$ cat config.mk
export PLATFORM = sky130hd
export DESIGN_NAME = execute_top
export DESIGN_NICKNAME = d
export VERILOG_FILES = /design/src/exec_pkg.sv /design/src/alu.sv /design/src/branch_unit.sv /design/src/agu.sv /design/src/divider.sv /design/src/execute_stage.sv /design/src/execute_top.sv
export SDC_FILE = /design/constraint.sdc
export NUM_CORES = 1
export LEC_CHECK = 0
export ABC_AREA = 1
export BUFFER_PORTS_ARGS = -buffer_cell sky130_fd_sc_hd__buf_2
export CAP_MARGIN = 20
export CORE_MARGIN = 4
export CORE_UTILIZATION = 30
export CTS_BUF_LIST = sky130_fd_sc_hd__clkbuf_4 sky130_fd_sc_hd__clkbuf_8
export DETAILED_ROUTE_END_ITERATION = 10
export GPL_ROUTABILITY_DRIVEN = 1
export GPL_TIMING_DRIVEN = 0
export PLACE_DENSITY = 0.48
export SLEW_MARGIN = 20
export SYNTH_ARGS = -nofsm -noshare
export SYNTH_HDL_FRONTEND = slang
export SYNTH_SLANG_ARGS = --single-unit
$ cat constraint.sdc
create_clock -name clk -period 7.8 [get_ports clk]
set_input_delay 2.34 -clock clk [delete_from_list [all_inputs] [get_ports clk]]
set_output_delay 2.34 -clock clk [all_outputs]
set_load 0.01 [all_outputs]
$ cat src/exec_pkg.sv
package exec_pkg;

  // Width shared by the ALU and load/store operation codes.
  localparam int op_width = 4;

  // ----------------------------------------------------------
  // Operation codes
  // ----------------------------------------------------------

  typedef enum logic [op_width-1:0] {
    alu_add  = 4'd0,
    alu_sub  = 4'd1,
    alu_sll  = 4'd2,
    alu_slt  = 4'd3,
    alu_sltu = 4'd4,
    alu_xor  = 4'd5,
    alu_srl  = 4'd6,
    alu_sra  = 4'd7,
    alu_or   = 4'd8,
    alu_and  = 4'd9
  } alu_op_t;

  // Same values as the funct3 field of the branch opcode.
  typedef enum logic [2:0] {
    bcu_beq  = 3'b000,
    bcu_bne  = 3'b001,
    bcu_blt  = 3'b100,
    bcu_bge  = 3'b101,
    bcu_bltu = 3'b110,
    bcu_bgeu = 3'b111
  } bcu_op_t;

  // Bit 3 marks a store and the low bits hold funct3.
  typedef enum logic [op_width-1:0] {
    lsu_lb  = 4'b0000,
    lsu_lh  = 4'b0001,
    lsu_lw  = 4'b0010,
    lsu_lbu = 4'b0100,
    lsu_lhu = 4'b0101,
    lsu_sb  = 4'b1000,
    lsu_sh  = 4'b1001,
    lsu_sw  = 4'b1010
  } lsu_op_t;

  typedef enum logic [1:0] {
    div_div  = 2'd0,
    div_divu = 2'd1,
    div_rem  = 2'd2,
    div_remu = 2'd3
  } div_op_t;

  // ----------------------------------------------------------
  // Exception causes
  // ----------------------------------------------------------

  localparam logic [3:0] cause_inst_misaligned  = 4'd0;
  localparam logic [3:0] cause_load_misaligned  = 4'd4;
  localparam logic [3:0] cause_store_misaligned = 4'd6;

endpackage

$ cat src/alu.sv
`timescale 1ns/10ps

module alu
  import exec_pkg::*;
#(
  parameter int XLEN = 32
) (
  input  alu_op_t         op,
  input  logic [XLEN-1:0] a,
  input  logic [XLEN-1:0] b,
  input  logic [XLEN-1:0] imm,
  input  logic            sel_imm,
  output logic [XLEN-1:0] result
);

  localparam int shift_w = $clog2(XLEN);

  logic [XLEN-1:0]    opb;
  logic [shift_w-1:0] shamt;

  assign opb   = sel_imm ? imm : b;
  assign shamt = opb[shift_w-1:0];  // Low bits only.

  always_comb begin
    case (op)
      alu_add:  result = a + opb;
      alu_sub:  result = a - opb;
      alu_sll:  result = a << shamt;
      alu_slt:  result = XLEN'($signed(a) < $signed(opb));
      alu_sltu: result = XLEN'(a < opb);
      alu_xor:  result = a ^ opb;
      alu_srl:  result = a >> shamt;
      alu_sra:  result = $unsigned($signed(a) >>> shamt);
      alu_or:   result = a | opb;
      alu_and:  result = a & opb;
      default:  result = '0;
    endcase
  end

endmodule

$ cat src/branch_unit.sv
`timescale 1ns/10ps

module branch_unit
  import exec_pkg::*;
#(
  parameter int XLEN = 32
) (
  input  bcu_op_t         op,
  input  logic [XLEN-1:0] a,
  input  logic [XLEN-1:0] b,
  output logic            taken
);

  logic eq;
  logic lt;
  logic ltu;

  assign eq  = (a == b);
  assign lt  = ($signed(a) < $signed(b));
  assign ltu = (a < b);

  always_comb begin
    case (op)
      bcu_beq:  taken = eq;
      bcu_bne:  taken = ~eq;
      bcu_blt:  taken = lt;
      bcu_bge:  taken = ~lt;
      bcu_bltu: taken = ltu;
      bcu_bgeu: taken = ~ltu;
      default:  taken = 1'b0;
    endcase
  end

endmodule

$ cat src/agu.sv
`timescale 1ns/10ps

module agu
  import exec_pkg::*;
#(
  parameter int XLEN = 32
) (
  input  logic [XLEN-1:0]   rdata1,
  input  logic [XLEN-1:0]   imm,
  input  logic [XLEN-1:0]   pc,
  input  logic              jal, jalr, branch, load, store,
  input  lsu_op_t           lsu_op,
  output logic [XLEN-1:0]   address,
  output logic [XLEN/8-1:0] byteenable,
  output logic              exception,
  output logic [3:0]        ecause
);

  localparam int nbytes = XLEN / 8;
  localparam int lane_w = $clog2(nbytes);

  logic [XLEN-1:0]   base;
  logic [XLEN-1:0]   sum;
  logic [nbytes-1:0] mask;
  logic              half;
  logic              word;
  logic              access_bad;
  logic              target_bad;

  assign base    = (jalr | load | store) ? rdata1 : pc;  // Else pc for jal, branch, auipc.
  assign sum     = base + imm;
  assign address = jalr ? {sum[XLEN-1:1], 1'b0} : sum;

  always_comb begin
    half = 1'b0;
    word = 1'b0;
    case (lsu_op)
      lsu_lh, lsu_lhu, lsu_sh: begin
        mask = nbytes'(4'h3);
        half = 1'b1;
      end
      lsu_lw, lsu_sw: begin
        mask = nbytes'(4'hf);
        word = 1'b1;
      end
      default: mask = nbytes'(4'h1);
    endcase
  end

  assign byteenable = (load | store) ? (mask << address[lane_w-1:0]) : '0;

  assign access_bad = (half & address[0]) | (word & |address[1:0]);
  assign target_bad = (jal | jalr | branch) & |address[1:0];
  assign exception  = (load | store) ? access_bad : target_bad;
  assign ecause     = load  ? cause_load_misaligned :
                      store ? cause_store_misaligned : cause_inst_misaligned;

endmodule

$ cat src/divider.sv
`timescale 1ns/10ps

module divider
  import exec_pkg::*;
#(
  parameter int XLEN = 32
) (
  input  logic            clk,
  input  logic            rst,
  input  logic            enable,
  input  div_op_t         op,
  input  logic [XLEN-1:0] dividend,
  input  logic [XLEN-1:0] divisor,
  output logic            ready,
  output logic [XLEN-1:0] result
);

  localparam int cnt_w = $clog2(XLEN);

  logic             busy;
  logic             done;
  logic             start;
  logic             is_signed;
  logic             neg_a;
  logic             neg_b;
  logic [XLEN-1:0]  abs_a;
  logic [XLEN-1:0]  abs_b;
  logic [cnt_w-1:0] count;
  logic [XLEN-1:0]  quo;
  logic [XLEN-1:0]  rem;
  logic [XLEN-1:0]  dvs;
  logic             neg_q;
  logic             neg_r;
  logic             want_rem;
  logic [XLEN:0]    shifted;
  logic             ge;
  logic [XLEN-1:0]  diff;

  assign start     = enable & ~busy & ~done;
  assign is_signed = (op == div_div) | (op == div_rem);
  assign neg_a     = is_signed & dividend[XLEN-1];
  assign neg_b     = is_signed & divisor[XLEN-1];
  assign abs_a     = neg_a ? -dividend : dividend;
  assign abs_b     = neg_b ? -divisor : divisor;

  // ----------------------------------------------------------
  // One restoring step per cycle
  // ----------------------------------------------------------

  assign shifted = {rem, quo[XLEN-1]};
  assign ge      = (shifted >= {1'b0, dvs});
  assign diff    = shifted[XLEN-1:0] - dvs;

  always_ff @(posedge clk) begin
    if (rst == 1'b0) begin
      busy <= 1'b0;
      done <= 1'b0;
    end else begin
      done <= busy & enable & (count == '0);  // Ready for a single cycle.
      if (start) begin
        busy <= 1'b1;
      end else if (~enable | (count == '0)) begin
        busy <= 1'b0;  // Finished or aborted.
      end
    end
  end

  always_ff @(posedge clk) begin
    if (start) begin
      quo      <= abs_a;
      rem      <= '0;
      dvs      <= abs_b;
      count    <= cnt_w'(XLEN - 1);
      neg_q    <= (neg_a ^ neg_b) & (|divisor);  // Zero divisor keeps all ones.
      neg_r    <= neg_a;
      want_rem <= (op == div_rem) | (op == div_remu);
    end else if (busy) begin
      quo   <= {quo[XLEN-2:0], ge};
      rem   <= ge ? diff : shifted[XLEN-1:0];
      count <= count - 1'b1;
    end
  end

  // Overflow case falls out of the unsigned magnitudes.
  assign ready  = done;
  assign result = want_rem ? (neg_r ? -rem : rem) : (neg_q ? -quo : quo);

endmodule

$ cat src/execute_stage.sv
`timescale 1ns/10ps

module execute_stage
  import exec_pkg::*;
#(
  parameter int XLEN = 32
) (
  input  logic              clk,
  input  logic              rst,
  input  logic              valid,
  input  logic [XLEN-1:0]   pc,
  input  logic [XLEN-1:0]   imm,
  input  logic [XLEN-1:0]   rdata1,
  input  logic [XLEN-1:0]   rdata2,
  input  logic [4:0]        waddr,
  input  logic              sel_imm,
  input  alu_op_t           alu_op,
  input  bcu_op_t           bcu_op,
  input  lsu_op_t           lsu_op,
  input  div_op_t           div_op,
  input  logic              lui, auipc, jal, jalr,
  input  logic              branch, load, store, division,
  input  logic              mem_stall,
  input  logic              flush,
  output logic              stall,
  output logic [XLEN-1:0]   alu_a,
  output logic [XLEN-1:0]   alu_b,
  output logic [XLEN-1:0]   alu_imm,
  output logic              alu_sel_imm,
  output alu_op_t           alu_op_out,
  input  logic [XLEN-1:0]   alu_result,
  output logic [XLEN-1:0]   bcu_a,
  output logic [XLEN-1:0]   bcu_b,
  output bcu_op_t           bcu_op_out,
  input  logic              bcu_taken,
  output logic [XLEN-1:0]   agu_rdata1,
  output logic [XLEN-1:0]   agu_imm,
  output logic [XLEN-1:0]   agu_pc,
  output logic              agu_jal, agu_jalr, agu_branch, agu_load, agu_store,
  output lsu_op_t           agu_lsu_op,
  input  logic [XLEN-1:0]   agu_address,
  input  logic [XLEN/8-1:0] agu_byteenable,
  input  logic              agu_exception,
  input  logic [3:0]        agu_ecause,
  output logic              div_enable,
  output logic [XLEN-1:0]   dividend,
  output logic [XLEN-1:0]   divisor,
  output div_op_t           div_op_out,
  input  logic              div_ready,
  input  logic [XLEN-1:0]   div_result,
  output logic              q_valid, q_wren, q_load, q_store, q_jump, q_exception,
  output logic [4:0]        q_waddr,
  output logic [XLEN-1:0]   q_wdata,
  output lsu_op_t           q_lsu_op,
  output logic [XLEN-1:0]   q_address,
  output logic [XLEN/8-1:0] q_byteenable,
  output logic [XLEN-1:0]   q_sdata,
  output logic [3:0]        q_ecause,
  output logic [XLEN-1:0]   q_etval
);

  logic            squash;
  logic            div_wait;
  logic            accept;
  logic            jump;
  logic            exc;
  logic [XLEN-1:0] wdata;

  // ----------------------------------------------------------
  // Functional unit operands
  // ----------------------------------------------------------

  assign alu_a       = rdata1;
  assign alu_b       = rdata2;
  assign alu_imm     = imm;
  assign alu_sel_imm = sel_imm;
  assign alu_op_out  = alu_op;
  assign bcu_a       = rdata1;
  assign bcu_b       = rdata2;
  assign bcu_op_out  = bcu_op;
  assign agu_rdata1  = rdata1;
  assign agu_imm     = imm;
  assign agu_pc      = pc;
  assign agu_jal     = jal;
  assign agu_jalr    = jalr;
  assign agu_branch  = branch;
  assign agu_load    = load;
  assign agu_store   = store;
  assign agu_lsu_op  = lsu_op;
  assign dividend    = rdata1;
  assign divisor     = rdata2;
  assign div_op_out  = div_op;

  // ----------------------------------------------------------
  // Control
  // ----------------------------------------------------------

  assign squash     = flush | q_jump;  // Wrong-path instruction.
  assign div_enable = valid & division & ~squash;
  assign div_wait   = div_enable & ~div_ready;
  assign stall      = div_wait | mem_stall;
  assign accept     = valid & ~squash & ~div_wait;
  assign jump       = jal | jalr | (branch & bcu_taken);
  assign exc        = agu_exception & (load | store | jump);  // Untaken branch never traps.

  always_comb begin
    if (auipc) begin
      wdata = agu_address;  // pc + imm.
    end else if (lui) begin
      wdata = imm;
    end else if (jal | jalr) begin
      wdata = pc + XLEN'(4);
    end else if (division) begin
      wdata = div_result;
    end else begin
      wdata = alu_result;
    end
  end

  // ----------------------------------------------------------
  // Execute/memory register
  // ----------------------------------------------------------

  always_ff @(posedge clk) begin
    if (rst == 1'b0) begin
      q_valid     <= 1'b0;
      q_wren      <= 1'b0;
      q_load      <= 1'b0;
      q_store     <= 1'b0;
      q_jump      <= 1'b0;
      q_exception <= 1'b0;
    end else if (mem_stall == 1'b0) begin
      q_valid     <= accept;
      q_wren      <= accept & ~store & ~branch & (|waddr) & ~exc;
      q_load      <= accept & load & ~exc;
      q_store     <= accept & store & ~exc;
      q_jump      <= accept & jump & ~exc;
      q_exception <= accept & exc;
    end
  end

  always_ff @(posedge clk) begin
    if (mem_stall == 1'b0) begin
      q_waddr      <= waddr;
      q_wdata      <= wdata;
      q_lsu_op     <= lsu_op;
      q_address    <= agu_address;
      q_byteenable <= agu_byteenable;
      q_sdata      <= rdata2;
      q_ecause     <= agu_ecause;
      q_etval      <= agu_address;
    end
  end

endmodule

$ cat src/execute_top.sv
`timescale 1ns/10ps

module execute_top
  import exec_pkg::*;
#(
  parameter int XLEN = 32
) (
  input  logic              clk,
  input  logic              rst,
  input  logic              valid,
  input  logic [XLEN-1:0]   pc,
  input  logic [XLEN-1:0]   imm,
  input  logic [XLEN-1:0]   rdata1,
  input  logic [XLEN-1:0]   rdata2,
  input  logic [4:0]        waddr,
  input  logic              sel_imm,
  input  alu_op_t           alu_op,
  input  bcu_op_t           bcu_op,
  input  lsu_op_t           lsu_op,
  input  div_op_t           div_op,
  input  logic              lui, auipc, jal, jalr,
  input  logic              branch, load, store, division,
  input  logic              mem_stall,
  input  logic              flush,
  output logic              stall,
  output logic              q_valid, q_wren, q_load, q_store, q_jump, q_exception,
  output logic [4:0]        q_waddr,
  output logic [XLEN-1:0]   q_wdata,
  output lsu_op_t           q_lsu_op,
  output logic [XLEN-1:0]   q_address,
  output logic [XLEN/8-1:0] q_byteenable,
  output logic [XLEN-1:0]   q_sdata,
  output logic [3:0]        q_ecause,
  output logic [XLEN-1:0]   q_etval
);

  // ----------------------------------------------------------
  // Stage to unit wiring
  // ----------------------------------------------------------

  logic [XLEN-1:0]   alu_a;
  logic [XLEN-1:0]   alu_b;
  logic [XLEN-1:0]   alu_imm;
  logic              alu_sel_imm;
  alu_op_t           alu_op_out;
  logic [XLEN-1:0]   alu_result;
  logic [XLEN-1:0]   bcu_a;
  logic [XLEN-1:0]   bcu_b;
  bcu_op_t           bcu_op_out;
  logic              bcu_taken;
  logic [XLEN-1:0]   agu_rdata1;
  logic [XLEN-1:0]   agu_imm;
  logic [XLEN-1:0]   agu_pc;
  logic              agu_jal, agu_jalr, agu_branch, agu_load, agu_store;
  lsu_op_t           agu_lsu_op;
  logic [XLEN-1:0]   agu_address;
  logic [XLEN/8-1:0] agu_byteenable;
  logic              agu_exception;
  logic [3:0]        agu_ecause;
  logic              div_enable;
  logic [XLEN-1:0]   dividend;
  logic [XLEN-1:0]   divisor;
  div_op_t           div_op_out;
  logic              div_ready;
  logic [XLEN-1:0]   div_result;

  execute_stage #(.XLEN(XLEN)) u_stage (.*);  // Port names match one to one.

  alu #(.XLEN(XLEN)) u_alu (
    .op      (alu_op_out),
    .a       (alu_a),
    .b       (alu_b),
    .imm     (alu_imm),
    .sel_imm (alu_sel_imm),
    .result  (alu_result)
  );

  branch_unit #(.XLEN(XLEN)) u_bcu (
    .op    (bcu_op_out),
    .a     (bcu_a),
    .b     (bcu_b),
    .taken (bcu_taken)
  );

  agu #(.XLEN(XLEN)) u_agu (
    .rdata1     (agu_rdata1),
    .imm        (agu_imm),
    .pc         (agu_pc),
    .jal        (agu_jal),
    .jalr       (agu_jalr),
    .branch     (agu_branch),
    .load       (agu_load),
    .store      (agu_store),
    .lsu_op     (agu_lsu_op),
    .address    (agu_address),
    .byteenable (agu_byteenable),
    .exception  (agu_exception),
    .ecause     (agu_ecause)
  );

  divider #(.XLEN(XLEN)) u_div (
    .clk      (clk),
    .rst      (rst),
    .enable   (div_enable),
    .op       (div_op_out),
    .dividend (dividend),
    .divisor  (divisor),
    .ready    (div_ready),
    .result   (div_result)
  );

endmodule

Word-level counts from Yosys, hierarchy flattened --
Index checks and enable logic that the tools add are counted.
Storage, ports and cells: register bits after elaboration 225, output and inout bits 152, logic and storage cells 154
Operators by class: add/sub/neg operators 10, magnitude comparators 5, equality and inequality tests 22, shifts and indexed selects 4, mux-type cells 24, bitwise operators 56, reductions and logical operators 11
Operators with widths (count):
- 2-to-1 mux 32 bit | 14
- case mux 32 bit (10 select lines) | 1
- less-than comparator 32 bit | 4
- negation 32 bit | 4
- adder 32 bit | 2
- subtractor 32 bit | 2
- greater-or-equal comparator 33 x 32 -> 1 bit | 1
- adder 32 x 3 -> 32 bit, second input constant | 1
- AND 32 bit | 1
- equality test 32 bit | 1
- bitwise OR 32 bit | 1
- OR reduction 32 bit | 1
- << shifter 32 x 5 -> 32 bit | 1
- >> shifter 32 x 5 -> 32 bit | 1
- >>> shifter 32 x 5 -> 32 bit | 1
- XOR 32 bit | 1
- AND 1 bit | 28
- equality test 4 x 3 -> 1 bit, second input constant | 5
- equality test 4 bit, second input constant | 4
- bitwise OR 1 bit | 13
- equality test 3 bit, second input constant | 4
- equality test 4 x 2 -> 1 bit, second input constant | 3
- inverter 1 bit | 11
- equality test 4 x 1 -> 1 bit, second input constant | 2
- other kinds (17) | 25

Depth between registers and ports, before layout --
word-level depth 12, depth in mapped cells 28, mapped depth without buffers 24

Hierarchy --
From an unflattened synthesis, not the netlist that was laid out.
Second synthesis, totals: cells, all modules 5673, area, all modules 33713.6 um^2
By module, submodules not included:
- divider | instances 1, cells each 1768, area an instance 10712.8 um^2
- alu | instances 1, cells each 2122, area an instance 10307.4 um^2
- execute_stage | instances 1, cells each 1038, area an instance 8729.6 um^2
- agu | instances 1, cells each 576, area an instance 2972.9 um^2
- branch_unit | instances 1, cells each 169, area an instance 991.0 um^2

Least setup slack after synthesis --
OpenSTA, ideal clock, no wires.
kind input to output, start in mem_stall, end out stall, data arrival time 4.920 ns, data required time 5.460 ns, slack 0.540 ns, stages on the path 2, cells stage by stage inv_1 -> nand2_1
Between the ends: cells in the longest elaborated chain, start to end 1
RTL lines:
- from (decl) | RTL line execute_top.sv:23 | input logic mem_stall,
- bitwise OR 1 bit | RTL line execute_stage.sv:101 | assign stall = div_wait | mem_stall;
- to (decl) | RTL line execute_top.sv:25 | output logic stall,
Every way passes these cells.

Worst setup path in the final report --
start in rdata2[3], end reg u_stage.q_wdata[6] (data pin)
Between the ends: cells in the longest elaborated chain, start to end 7
RTL lines:
- from (decl) | RTL line execute_top.sv:14 | input logic [XLEN-1:0] rdata2,
- 2-to-1 mux 32 bit * | RTL line alu.sv:21 | assign opb = sel_imm ? imm : b;
- subtractor 32 bit (tied with other cells) | RTL line alu.sv:27 | alu_sub: result = a - opb;
- case mux 32 bit (10 select lines) * | RTL line alu.sv:25 | case (op)
- 2-to-1 mux 32 bit * | RTL line execute_stage.sv:113 | end else if (division) begin
- 2-to-1 mux 32 bit * | RTL line execute_stage.sv:111 | end else if (jal | jalr) begin
- 2-to-1 mux 32 bit * | RTL line execute_stage.sv:109 | end else if (lui) begin
- 2-to-1 mux 32 bit * | RTL line execute_stage.sv:107 | if (auipc) begin
- via u_stage.wdata[6] | RTL line execute_stage.sv:67 | logic [XLEN-1:0] wdata;
- to (signal assigned) | RTL line execute_stage.sv:145 | q_wdata <= wdata;
- to (decl) | RTL line execute_stage.sv:53 | output logic [XLEN-1:0] q_wdata,
Mark *: on every way through the listed nets, which the timed path passes. The rest lies on a longest branch. A chain may end at the register's enable or synchronous reset.

==> impl_results.md <==
* Status: finished, final reports clean
* Top delay family on crit path: simple AND/OR/NAND/NOR gates
* Mean Syn Cell Area at 6.089 um^2
* Io pins at 312
* Max VDD drop at 0.0001628 V
* Global-route usage over all layers at 33.92%
* Clock Skew at 0.05056 ns
* Pwr Total at 5.829 mW
* Fin. Hold Viols at 0
* DR WL/cell at 27.93 um
* Setup violations, final at 0
* Reg-to-Reg Start: u_div.rem[0]
* CTS Root Cell: clkbuf_8
* Vias at 34.86k
* Initial Utilization at 30.34%
* Die width at 315.7 um
* Share of layout cells above drive strength 1 at 11.13%
* Most area-consuming cells after synthesis: edfxtp_1 (19%), nand2_1 (17%), nand3_1 (9.9%)
* Path depth of the worst reg2reg path at 19
* First-pass GRT wire length at 242.3 mm
* Share of the yosys chip area belonging to registers at 21.99%
* Worst Path Required at 8.19 ns
* Most common cell in the netlist: nand2_1
* CP peak stage delay at 0.45 ns
* Layout Nets at 5382
* Flop2flop setup slack at 4.33 ns
* # port buffers at 305
* Hold WC Path Type: flop to flop
* Critical path origin: rdata2[3]
* Buf/Inv on CP at 6
* Fmax at 155.7 MHz
* P_leak at 15.73 nW
* Unique masters post-synth at 61
* FP Rows at 112
* CP max-delay cell: buf_2
* Hold_buf cts at 0
* End of the critical path: u_stage.q_wdata[6]
* Combinational power share at 50.1%
* DRC at 0
* CTS Buf Count at 43
* Hold path startpoint: u_stage.q_valid
* # Max-Cap Violations at 0
* Top post-synthesis cells by count: nand2_1 (1275), nand3_1 (561), inv_1 (539)
* Hpwl dp at 147.9 mm
* Top cell type's share of synthesized area at 18.82%
* EDFF count, synth at 178
* WS Path Type: input pin to flop
* NetSw at 2.784 mW
* Initial antenna violation count at 13
* Postcts setup bufs at 0
* Post-route core utilization at 34.73%
* Post_cts resized at 0
* Clock slew seen by the registers of the worst setup and hold paths at 0.07 ns
* GPL Wtd Cong at 1.063
* Pre-Repair DR Iteration Count at 6
* Largest area contributor in the netlist: edfxtp_1
* Min Tclk post-route at 6.421 ns
* Critical Path Fanout Max at 11
* Ys async rst share at 0%
* Detailed Route WL at 176.2 mm
* Clock Sinks at 223
* Antenna viol nets, final at 0
* Cell area after synthesis at 28400 um^2
* Max_slew headroom at 23.87%
* Synth warnings at 0
* Worst-margin pin slew at 1.130 ns
* Vias in the first global route at 32.73k
* 1st-iter DRT viols at 4212
* Crit path depth at 22
* Yosys reg bits at 223
* Die area at 99650 um^2
* Pwr per Cell Area at 179.3 nW/um^2
* Clock Latency Late Sink at 0.68 ns
* Drt via density at 5.527
* Max clock buf depth at 3
* Die H at 315.7 um
* Core area at 93610 um^2
* CTS tree: built
* Kind of end point of the critical path: flop
* Total gr overflow at 0
* Sw frac at 47.76%
* Critical-path cell list: buf_2 > inv_1 > o21ai_2 > inv_2 > buf_2 > buf_2 > ha_1 > clkbuf_2 > a21oi_1 > nand2_1 > nand2_1 > nand2_1 > o21ai_0 > nand4_1 > nor2_1 > nand2_1 > nand2_1 > nand2_1 > nand2_1 > nand2_1 > nand2_1 > nand2_1
* Area growth syn-to-layout at 14.46%
* Int Pwr at 3.045 mW
* RSZ-0062 raised after global routing: false
* H-tree levels at 2
* CP Launch Type: input pin
* Post-synth top flop: edfxtp_1
* Max-slew violation count at 0
* Worst r2r dst: u_stage.q_wdata[30]
* Most used cell, CP: nand2_1
* CP arrival at 6.81 ns
* Final period utilization at 82.32%
* Clock share of power at 22.6%
* Largest net degree at the start of global routing at 78
* Synthesized instance count at 4664
* Part of the power in registers at 27.3%
## worst min-delay path, stage by stage, from the launching register on
cell	delay (ns)
dfxtp_1	0.31
nand2_1	0.05
a21oi_1	0.05
## worst min path at each step
stage	cells after the start	to
floorplan	2	u_div.count[4]
global placement	2	u_stage.q_valid
detailed placement	2	u_stage.q_valid
CTS	2	u_stage.q_valid
global route	2	u_stage.q_valid
finish	2	u_stage.q_valid
## flip-flops by register name, summed over array words and instances, names as in the netlist, 2 cells and up
register / flops
u_stage.q_wdata: 32
u_div.quo: 32
u_stage.q_sdata: 32
u_stage.q_byteenable: 4
u_stage.q_address: 32
u_div.dvs: 32
u_div.rem: 32
u_div.count: 5
u_stage.q_ecause: 2
u_stage.q_waddr: 5
u_stage.q_lsu_op: 4
## metrics by stage
| step | setup TNS, ns | worst slack (ns) | hold slack [ns] | std cells | area [um^2] |
|---|---|---|---|---|---|
| 4_1_cts | 0 | 1.517 | 0.4601 | 6304 | 32500 |
| 3_5_place_dp | 0 | 0.9070 | 0.4504 | 6226 | 31560 |
| 6_report | 0 | 1.379 | 0.4613 | 6307 | 32510 |
| 3_3_place_gp | -1.191 | -1.191 | 0.4449 | 6224 | 31500 |
| 2_1_floorplan | 0 | 0.5397 | 0.4435 | 4665 | 28400 |
| 5_1_grt | 0 | 1.211 | 0.4865 | 6307 | 32510 |
## layout make-up
type | instances | area, um^2
inverters | 555 | 2091
clock buffers | 61 | 739.5
multi-input cells | 3683 | 19030
repair buffers | 307 | 1574
clock inverters | 17 | 200.2
plain buffers | 204 | 1052
well taps | 1254 | 1569
diodes | 3 | 7.507
flip-flops and latches | 223 | 6246
fillers | 10840 | 61100
## kinds of logic after synthesis
| logic type | share of synthesized area (%) |
|---|---|
| simple gates | 37.09 |
| xor+xnor | 4.071 |
| buf+inv | 11.04 |
| flops | 21.99 |
| other cells | 0.01320 |
| compound gates | 16.66 |
| fa+ha+maj | 9.137 |
## power groups by stage
stage | combinational [mW] | sequential, mW | clock [mW]
finish | 2.92 | 1.59 | 1.32
global route | 3.14 | 1.61 | 1.41
CTS | 2.84 | 1.59 | 1.35
detailed placement | 2.82 | 1.61 | 0
global placement | 2.84 | 1.62 | 0
floorplan | 1.69 | 1.60 | 0
## metal layers
metal	track usage [%]	share of wire (%)	up-vias
li1	-	-	16200
met1	43.52	41	16600
met2	54.73	45	1675
met3	6.784	8.4	380
met4	16.03	5.8	0
met5	0	0	-
## placed cells by master (no fill, tap or decap), types with 61 or more instances in the layout
master / synthesis / final
edfxtp_1: 178 / 178
nand3_1: 561 / 561
buf_2: 64 / 369
nand4_1: 61 / 61
a21oi_1: 363 / 363
o21ai_0: 315 / 313
ha_1: 201 / 201
xor2_1: 113 / 113
nand2_1: 1275 / 1274
clkbuf_1: 78 / 77
nor2_1: 420 / 419
inv_1: 539 / 538
nor3_1: 74 / 74
Note: power is estimated with default switching activity, not from simulation.
